[src/hw/ddr_phy_cfg_pkg.sv]
package ddr_phy_cfg_pkg;

  // capture offset select in each lane
  localparam int SLIP_W = 2;

  // one FCLK sample per offset
  localparam int SLIP_POS = 1 << SLIP_W;

  // bits per lane per PCLK
  localparam int SYMS_PER_BEAT = 2;

  // beats in one training pass
  localparam int TRAIN_LEN = 4;

  // beat 0 sits in the low slice: 10, 01, 11, 00
  localparam logic [TRAIN_LEN-1:0][SYMS_PER_BEAT-1:0] TRAIN_PATTERN = {
    2'b00,
    2'b11,
    2'b01,
    2'b10
  };

endpackage

[src/hw/ddr_rd_align.sv]
`timescale 1ns/1ps

module ddr_rd_align #(
  parameter int LANES = 4
) (
  input  logic                                            PCLK,
  input  logic                                            RESET,
  input  logic                                            capture_stb,
  input  logic [LANES*ddr_phy_cfg_pkg::SYMS_PER_BEAT-1:0] rx_beat,
  input  logic [ddr_phy_cfg_pkg::SYMS_PER_BEAT-1:0]       expect_beat,
  output logic [LANES*ddr_phy_cfg_pkg::SYMS_PER_BEAT-1:0] rd_data,
  output logic [LANES-1:0]                                lane_match
);

  import ddr_phy_cfg_pkg::*;

  logic [LANES*SYMS_PER_BEAT-1:0] word_q;
  logic [LANES-1:0]               hit;
  logic [LANES-1:0]               match_q;

  for (genvar i = 0; i < LANES; i++) begin : g_cmp
    assign hit[i] = (rx_beat[i*SYMS_PER_BEAT +: SYMS_PER_BEAT] == expect_beat);
  end

  always_ff @(posedge PCLK) begin
    if (capture_stb) begin
      word_q <= rx_beat;
    end
  end

  // flags stay put until the next capture
  always_ff @(posedge PCLK or posedge RESET) begin
    if (RESET) begin
      match_q <= '0;
    end else if (capture_stb) begin
      match_q <= hit;
    end
  end

  assign rd_data    = word_q;
  assign lane_match = match_q;

endmodule

[config.mk]
export PLATFORM = sky130hd
export DESIGN_NAME = ddr_rd_align
export DESIGN_NICKNAME = d
export VERILOG_FILES = /design/src/hw/ddr_phy_cfg_pkg.sv /design/src/hw/ddr_rd_align.sv
export SDC_FILE = /design/constraint.sdc
export NUM_CORES = 1
export LEC_CHECK = 0
export BUFFER_PORTS_ARGS = -buffer_cell sky130_fd_sc_hd__clkbuf_2
export CAP_MARGIN = 20
export CORE_AREA = 4 4 41 43
export DETAILED_ROUTE_END_ITERATION = 8
export DIE_AREA = 0 0 45 47
export MAX_ROUTING_LAYER = met4
export PLACE_DENSITY_LB_ADDON = 0.25
export SETUP_SLACK_MARGIN = 0.05
export SLEW_MARGIN = 20
export SYNTH_ARGS = -nofsm -noshare
export SYNTH_HDL_FRONTEND = slang
export SYNTH_SLANG_ARGS = --single-unit
[constraint.sdc]
create_clock -name PCLK -period 1.05 [get_ports PCLK]
set_input_delay 0.0525 -clock PCLK [delete_from_list [all_inputs] [get_ports PCLK]]
set_output_delay 0.0525 -clock PCLK [all_outputs]
set_load 0.1 [all_outputs]
==> impl_metrics.toml <==
[power]
p_seq_frac = 0.402
p_sw_mw = 0.567
p_per_area_mw_per_mm2 = 1630
cellInternalPower_mw = 0.933
combPwrFrac = 0.413
p_leak_nw = 0.377
vdd.ir_drop.worst_mv = 0.827
swShare = 0.378
power_frac_clock = 0.186

[worst_setup_path]
cp.arrival_ns = 0.94
cpLargestDelayFamily = "flip-flops"
crit_required_ns = 1.00
worstSetupPathType = "reg2out"
crit_fanout = 2
path_cells = "buf_12"
cp-end-kind = "output port"
crit_path_start_kind = "register"
path_buf_inv = 1
cp_slowest_stage_delay_ns = 0.49
slowest_stage = "dfrtp_4"

[synthesis]
async_flop_share = 0.333
synth_nets = 44
avgSynthCellArea_sq_um = 15.9
yosysSeqAreaShare = 0.690
synth_cell_types = 8
synth_edf_count = 8
yosys-top-cells-count = "8 x edfxtp_1, 8 x xnor2_1, 4 x a31o_1, 4 x dfrtp_1, 4 x nor2b_1"
ys_ff_latch = 12
synth.area.top_cells = "edfxtp_1 49%, dfrtp_1 20%, xnor2_1 14%"
yosys_warnings = 0
yosysTopAreaCell = "edfxtp_1"
ys.flop_type = "edfxtp_1"
synth_area_sq_um = 493
synth_top_cell_area_share = 0.487
syn-instance-count = 31

[sta]
finalCritPeriodShare = 0.942
hold_viol = 0
tightest_slew_ns = 0.342
clock.fmax_mhz = 1010
maxSlewHeadroom = 0.772
finalWorstSetupSlack_ns = 0.0609
finalClockSkew_ns = 0
rsz0062_at_grt = "true"
post-route-min-period_ns = 0.989
setup_viol = 0
slew_violations = 0

[cells_and_area]
antenna_cells = 0
drive_gt1_frac = 0.477
nNetsFinal = 80
fin_util = 0.708
areaGrowthSynthToFinish_pct = 86.8

[floorplanning]
num_io_pins = 25
fp.dieW_um = 45
coreArea_sq_mm = 0.00130
num_rows = 13
die_h_um = 47
initial_core_util = 0.379
die-area_sq_mm = 0.00212

[clocking]
clk_pin_slew_worst_paths_ns = 0.07
cts-resized-gates = 0
clk_latency_ns = 0.26
cts_buffers = 3
cts.sinks = 12
cts_tree = "built"
post-cts-setup-buffers = 0
clockBufferDepth = 2
root_buffer = "clkbuf_4"
ctsHtreeMaxLevel = 1

[run_status]
status = "complete, no violations"

[drt]
vias = 348
final_antenna_net_count = 0
drt_iter0_markers = 6
vias_per_cell = 4.35
dr.pass1.iters = 3
wl_um = 999
drcViolationCount = 0
wl_per_cell_um = 12.5

[global_routing]
grt_pass1_vias = 346
grt_pass1_wl_mm = 1.57
grt_overflow = 0
antenna_found_initial = 0
grt_max_degree = 17
grtUsageTotal = 0.113

[placed_design]
dpl_worst_slack_ns = 0.142
routabilityCongestion = 0.669
io_buffers = 24

[min_path]
hp-class = "in2async"

[run]
drv_cap = 0
-- sequential cells by signal, summed over array words and instances, names as in the netlist --
signal / count
lane_match: 4
rd_data: 8
-- stage by stage --
| step | std cells | TNS, ns | power (mW) | hold WS [ns] | instance area, sq um |
|---|---|---|---|---|---|
| floorplan | 31 | -0.0473 | 0.970 | -0.181 | 508 |
| finish | 80 | 0 | 1.50 | 0.196 | 921 |
| global route | 80 | 0 | 1.55 | 0.210 | 921 |
| global placement | 68 | 0 | 1.21 | -0.0755 | 808 |
| CTS | 80 | 0 | 1.51 | 0.192 | 921 |
| detailed placement | 68 | 0 | 1.21 | -0.0718 | 808 |
-- routing by layer --
metal | GRT usage | wire, um | up-vias
li1 | - | - | 175
met1 | 0.132 | 394 | 159
met2 | 0.178 | 528 | 14
met3 | 0.0230 | 76 | 0
met4 | 0.0702 | 0 | 0
met5 | - | 0 | -
-- layout by cell type, fill, tap and decap left out, drive strengths merged --
cell type and instances:
a31o 4, dlygate4sd3 9, edfxtp 8, inv 1, nor2b 4, dfrtp 4
clkbuf 15, xnor2 8, buf 12
-- power groups by stage --
stage          Clock (mW)  Sequential (mW)  Combinational (mW)
2_1_floorplan           0            0.906              0.0648
3_3_place_gp            0            0.612               0.593
3_5_place_dp            0            0.614               0.595
4_1_cts             0.286            0.604               0.622
5_1_grt             0.301            0.608               0.637
6_report            0.278            0.603               0.619
-- cell type report --
cell class | instances | area [sq um]
flip-flops and latches | 12 | 355
multi-input cells | 16 | 130
clock buffers | 3 | 22.5
well taps | 15 | 18.8
inverters | 1 | 3.75
repair buffers | 33 | 390
fillers | 98 | 380
-- timing repair --
item                                    CTS  global route
endpoints found under the setup margin    1             2
hold buffers                              9             0
endpoints found under the hold margin    12             0
gates cloned                              0             0
-- path summary, 6_finish.rpt --
check,from,to,slack [ns],depth (start not counted)
max,lane_match[3]$_DFFE_PP0P_,lane_match[3],0.06,1
min,RESET,lane_match[3]$_DFFE_PP0P_,0.20,3
max reg2reg,lane_match[0]$_DFFE_PP0P_,lane_match[0]$_DFFE_PP0P_,0.13,2
min reg2reg,lane_match[3]$_DFFE_PP0P_,lane_match[3]$_DFFE_PP0P_,0.69,2
max in group asynchronous,RESET,lane_match[2]$_DFFE_PP0P_,0.67,3
min in group PCLK,expect_beat[0],lane_match[1]$_DFFE_PP0P_,0.22,3
-- logic make-up after synthesis --
kind of cell	after synthesis	share of synthesized area
simple gates	4	0.0508
xor+xnor	8	0.142
buf+inv	3	0.0457
flops	12	0.690
compound gates	4	0.0711
Power figures use the tool's default switching activity.
