File: src/hw/ddr_phy_cfg_pkg.sv
package ddr_phy_cfg_pkg;

  // capture offset select in each lane
  localparam int SLIP_W = 2;

  // one FCLK sample per offset
  localparam int SLIP_POS = 1 << SLIP_W;

  // bits per lane per PCLK
  localparam int SYMS_PER_BEAT = 2;

  // beats in one training pass
  localparam int TRAIN_LEN = 4;

  // beat 0 sits in the low slice: 10, 01, 11, 00
  localparam logic [TRAIN_LEN-1:0][SYMS_PER_BEAT-1:0] TRAIN_PATTERN = {
    2'b00,
    2'b11,
    2'b01,
    2'b10
  };

endpackage

File: src/hw/ddr_phy_ctl_pkg.sv
package ddr_phy_ctl_pkg;

  // training and service sequence of the controller
  typedef enum logic [2:0] {
    ST_IDLE_RESET  = 3'd0,  // also parks here when training gives up
    ST_TRAIN_WR    = 3'd1,
    ST_TRAIN_RD    = 3'd2,
    ST_TRAIN_CHECK = 3'd3,
    ST_SLIP        = 3'd4,
    ST_READY       = 3'd5
  } ctl_state_t;

  // which way a beat moves across the pads
  typedef enum logic {
    BEAT_WR = 1'b0,  // user beat, pads driven
    BEAT_RD = 1'b1   // pattern beat that is read back, or pads released
  } beat_dir_t;

endpackage

File: src/hw/ddr_train_ctrl.sv
`timescale 1ns/1ps

module ddr_train_ctrl #(
  parameter int LANES  = 4,
  parameter int RD_LAT = 6
) (
  input  logic                                      PCLK,
  input  logic                                      RESET,
  input  logic                                      wr_stb,
  input  logic                                      rd_stb,
  input  logic [LANES-1:0]                          lane_match,
  output logic                                      oe_n,
  output ddr_phy_ctl_pkg::beat_dir_t                tx_sel,
  output logic [ddr_phy_cfg_pkg::SYMS_PER_BEAT-1:0] pattern_beat,
  output logic [ddr_phy_cfg_pkg::SYMS_PER_BEAT-1:0] expect_beat,
  output logic                                      capture_stb,
  output logic [LANES-1:0]                          slip_pulse,
  output logic                                      rd_valid,
  output logic                                      train_done
);

  import ddr_phy_cfg_pkg::*;
  import ddr_phy_ctl_pkg::*;

  localparam int CNT_W = $clog2(RD_LAT + 1);
  localparam int IDX_W = $clog2(TRAIN_LEN);

  ctl_state_t        state_q;
  logic [IDX_W-1:0]  beat_q;
  logic [CNT_W-1:0]  lat_q;      // cycles left to the capture point
  logic [LANES-1:0]  fail_q;     // lanes that missed any beat this pass
  logic [LANES-1:0]  fail_now;
  logic [SLIP_W-1:0] try_q;
  logic              stuck_q;
  logic              rd_busy_q;
  logic              rd_valid_q;
  logic              wr_ok;
  logic              rd_ok;

  assign wr_ok    = (state_q == ST_READY) && wr_stb && !rd_busy_q;
  assign rd_ok    = (state_q == ST_READY) && rd_stb && !rd_busy_q;
  assign fail_now = fail_q | ~lane_match;

  assign oe_n         = !((state_q == ST_TRAIN_WR) || wr_ok);
  assign tx_sel       = (state_q == ST_READY) ? BEAT_WR : BEAT_RD;
  assign pattern_beat = TRAIN_PATTERN[beat_q];
  assign expect_beat  = TRAIN_PATTERN[beat_q];  // one beat per pass step
  assign capture_stb  = (lat_q == CNT_W'(1)) && ((state_q == ST_TRAIN_RD) || rd_busy_q);
  assign slip_pulse   = (state_q == ST_SLIP) ? fail_q : '0;
  assign rd_valid     = rd_valid_q;
  assign train_done   = (state_q == ST_READY);

  always_ff @(posedge PCLK or posedge RESET) begin
    if (RESET) begin
      state_q    <= ST_IDLE_RESET;
      beat_q     <= '0;
      lat_q      <= '0;
      fail_q     <= '0;
      try_q      <= '0;
      stuck_q    <= 1'b0;
      rd_busy_q  <= 1'b0;
      rd_valid_q <= 1'b0;
    end else begin
      rd_valid_q <= capture_stb && rd_busy_q;  // align needs one cycle
      if (lat_q != '0) begin
        lat_q <= lat_q - 1'b1;
      end
      case (state_q)
        ST_IDLE_RESET: begin
          if (!stuck_q) begin
            state_q <= ST_TRAIN_WR;
          end
        end
        ST_TRAIN_WR: begin
          lat_q   <= CNT_W'(RD_LAT - 1);
          state_q <= ST_TRAIN_RD;
        end
        ST_TRAIN_RD: begin
          if (capture_stb) begin
            state_q <= ST_TRAIN_CHECK;
          end
        end
        ST_TRAIN_CHECK: begin
          fail_q <= fail_now;
          if (beat_q == IDX_W'(TRAIN_LEN - 1)) begin
            beat_q <= '0;
            if (fail_now == '0) begin
              state_q <= ST_READY;
            end else if (try_q == '1) begin
              // every lane has seen all four offsets
              stuck_q <= 1'b1;
              state_q <= ST_IDLE_RESET;
            end else begin
              state_q <= ST_SLIP;
            end
          end else begin
            beat_q  <= beat_q + 1'b1;
            state_q <= ST_TRAIN_WR;
          end
        end
        ST_SLIP: begin
          fail_q  <= '0;
          try_q   <= try_q + 1'b1;
          state_q <= ST_TRAIN_WR;
        end
        ST_READY: begin
          if (rd_ok) begin
            rd_busy_q <= 1'b1;
            lat_q     <= CNT_W'(RD_LAT - 1);
          end else if (capture_stb) begin
            rd_busy_q <= 1'b0;
          end
        end
        default: begin
          state_q <= ST_IDLE_RESET;
        end
      endcase
    end
  end

endmodule

File: config.mk
export PLATFORM = sky130hd
export DESIGN_NAME = ddr_train_ctrl
export DESIGN_NICKNAME = d
export VERILOG_FILES = /design/src/hw/ddr_phy_cfg_pkg.sv /design/src/hw/ddr_phy_ctl_pkg.sv /design/src/hw/ddr_train_ctrl.sv
export SDC_FILE = /design/constraint.sdc
export NUM_CORES = 1
export LEC_CHECK = 0
export BUFFER_PORTS_ARGS = -buffer_cell sky130_fd_sc_hd__buf_4
export CORE_MARGIN = 10
export CORE_UTILIZATION = 25
export DETAILED_ROUTE_END_ITERATION = 16
export GPL_TIMING_DRIVEN = 0
export PLACE_DENSITY = 0.54
export SYNTH_ARGS = -nofsm -noshare
export SYNTH_HDL_FRONTEND = slang
export SYNTH_SLANG_ARGS = --single-unit
File: constraint.sdc
create_clock -name PCLK -period 2.3 [get_ports PCLK]
set_input_delay 0.23 -clock PCLK [delete_from_list [all_inputs] [get_ports PCLK]]
set_output_delay 0.23 -clock PCLK [all_outputs]
set_load 0.01 [all_outputs]
==> impl_results.md <==
* Post-CTS Setup Bufs at 0
* Data required, critical path at roughly 2.1 ns
* Area delta synth->final at 27.1%
* Root Buffer Master: clkbuf_8
* Post-place setup slack at 0.892 ns
* Unrepaired setup endpoints after global routing: no
* Slew HR at 0.551
* Inserted Clock Buffers at 3
* Vias in the first global route at 748
* Antenna viol nets, final at 0
* Initial antenna violation count at 0
* Final cell count without fillers at 162
* Final Setup Violations at 0
* Crit share post-route at 0.723
* Post-synth EDFFs at 0
* Share of the synthesized area in the top cell type at 0.452
* WL per Instance at 12.0 µm
* Hold WC Path Type: input port to asynchronous set/reset pin
* Die Y at 81.4 µm
* Htree depth at 1
* Status: complete, no violations
* Asr flop ratio synth at 1.00
* VDD IR max at around 0.32 mV
* Total GRT Usage at 0.0645
* Most frequent cell after synthesis: dfrtp_1
* Synthesized area per cell at 10.5 µm²
* Initial core utilization at 0.257
* Cell taking the most area after synthesis: dfrtp_1
* List of most frequent post-synthesis cells: dfrtp_1 (17), nor2_1 (8), ha_1 (7), inv_1 (7), o21a_1 (5)
* Fill count at approximately 380
* Row cnt at 22
* Pwr dens at 677 nW/µm²
* Post-layout worst setup margin at ~0.64 ns
* Type of origin of the critical path: register
* Synthesized instance count at 90
* CTS tree: done
* CTS Hold Buffers Added at 0
* Area contributors post-synth: dfrtp_1 (45%), ha_1 (9.3%), o21a_1 (4.0%)
* Fmax at between 600 and 700 MHz
* Clock sink count at 17
* I/O pins at 21
* Placed Cells at 158
* Clock Path Buffers at 2
* Count of pins over their slew limit at 0
* Vias per cell at 4.33
* Leakage at 0.604 nW
* Yosys reg bits at 17
* Number of gates resized after CTS at 0
* Yosys warning total at 0
* Grt total ovfl at 0
* Final Hold Viols at 0
* NumNets Final at 130
* Clock insertion delay at the later pin of the skew report at 0.25 ns
* Net Count, Synth at 105
* Largest net degree at the start of global routing at 18
* Post-synthesis sequential area ratio at 0.452
* Final worst path period need at between 1.5 and 2 ns
* Max-Cap Viols at 0
* DIE AREA at 6620 µm²
* Min Hold Slack at 0.0794 ns
* DR DRC count at 0
* Vias at 701
* Post-synthesis instance area at 942 µm²
* Setup Skew at 0.00112 ns
* Drt first pass iters at 2
* First-pass GRT wire length at 3450 µm
* Initial DRC count at 24
* ANT cells at 0
* Synth Flop Type: dfrtp_1
* Post-Route WL at roughly 1900 µm
* Largest fanout on the critical path at 4
* Core ar. at 3660 µm²
* Worst-path clk slew at 0.06 ns
* # port buffers at 20
* WP data arrival at 1.43 ns
* Layout cells sized above 1 at 0.333
* GPL Wtd Cong at roughly 0.70
* Die Width at approximately 80 µm
* Post-DP HPWL at roughly 1600 µm
* Setup TNS at 0 ns
* Critical path class: register to output port
* Netlist cell types at 36
* CP endpoint kind: output port
* Slew of the pin with the lowest slew margin at 0.673 ns
==> cell type report <==
class	instances	area [µm²]	area share
timing repair buffer	20	150	0.125
tap	48	60.1	0.0502
multi-input combinational	62	467	0.390
sequential	17	425	0.355
buffer	3	20.0	0.0167
inverter	8	30.0	0.0251
clock buffer	4	45.0	0.0376
==> registers in the layout (all words and copies together), names as in the netlist <==
name       flops
state_q        3
try_q          2
beat_q         2
fail_q         4
stuck_q        1
lat_q          3
rd_valid       1
rd_busy_q      1
==> placed cells by master (no fill, tap or decap), drive strengths merged, types with 4 or more instances in the layout <==
| master | Yosys | final |
|---|---|---|
| buf | 3 | 23 |
| dfrtp | 17 | 17 |
| nor2 | 9 | 9 |
| inv | 8 | 8 |
| ha | 7 | 7 |
| o21a | 5 | 5 |
| nand2 | 5 | 5 |
| and3 | 4 | 4 |
| clkbuf | 0 | 4 |
==> path summary, 6_finish.rpt <==
check / from / endpoint / slack (ns) / depth (start not counted)
worst max register to register: state_q[1] / try_q[1] / 1.01 / 3
max in group asynchronous: RESET / lat_q[1] / 1.79 / 2
worst max-delay path: beat_q[0] / pattern_beat[1] / 0.64 / 5
worst min-delay path: RESET / fail_q[0] / 0.08 / 2
worst min register to register: stuck_q / stuck_q / 0.47 / 1
min in group PCLK: rd_stb / rd_busy_q / 0.26 / 3
==> report_power, final <==
group | leakage, nW | total, mW | switching [mW] | internal, mW
Clock | 0.0228 | 0.221 | 0.0986 | 0.123
Combinational | 0.365 | 0.219 | 0.106 | 0.113
Sequential | 0.216 | 0.370 | 0.0279 | 0.342
==> per-layer routing <==
layer	track usage	wire length (µm)	vias to the layer above
met1	0.0720	822	337
met3	0.0210	83	2
met4	0.0260	27	0
met2	0.111	1000	10
li1	-	-	352
met5	0	0	-
==> worst max-delay path, cell delays in order (launching register included) <==
cell and delay [ns]:
dfrtp_1 0.35, inv_1 0.08, ha_1 0.19, or2_2 0.30
buf_4 0.13, buf_4 0.13
==> kinds of logic after synthesis <==
kind of cell               count (synthesis)  synth area share
DFF                                       17             0.452
adders and majority gates                  7            0.0930
muxes                                      1            0.0159
buffers and inverters                     11            0.0531
and+or+nand+nor                           32             0.212
AOI/OAI and AO/OA                         19             0.146
xor gates and xnor gates                   3            0.0279
==> metrics by stage <==
stage,area (µm²),total power [mW],util
2_1_floorplan,942,0.527,-
3_3_place_gp,1150,0.590,0.315
3_5_place_dp,1150,0.601,0.315
4_1_cts,1200,0.831,0.327
5_1_grt,1200,0.873,0.327
6_report,1200,0.810,0.327
Power figures use the tool's default switching activity.
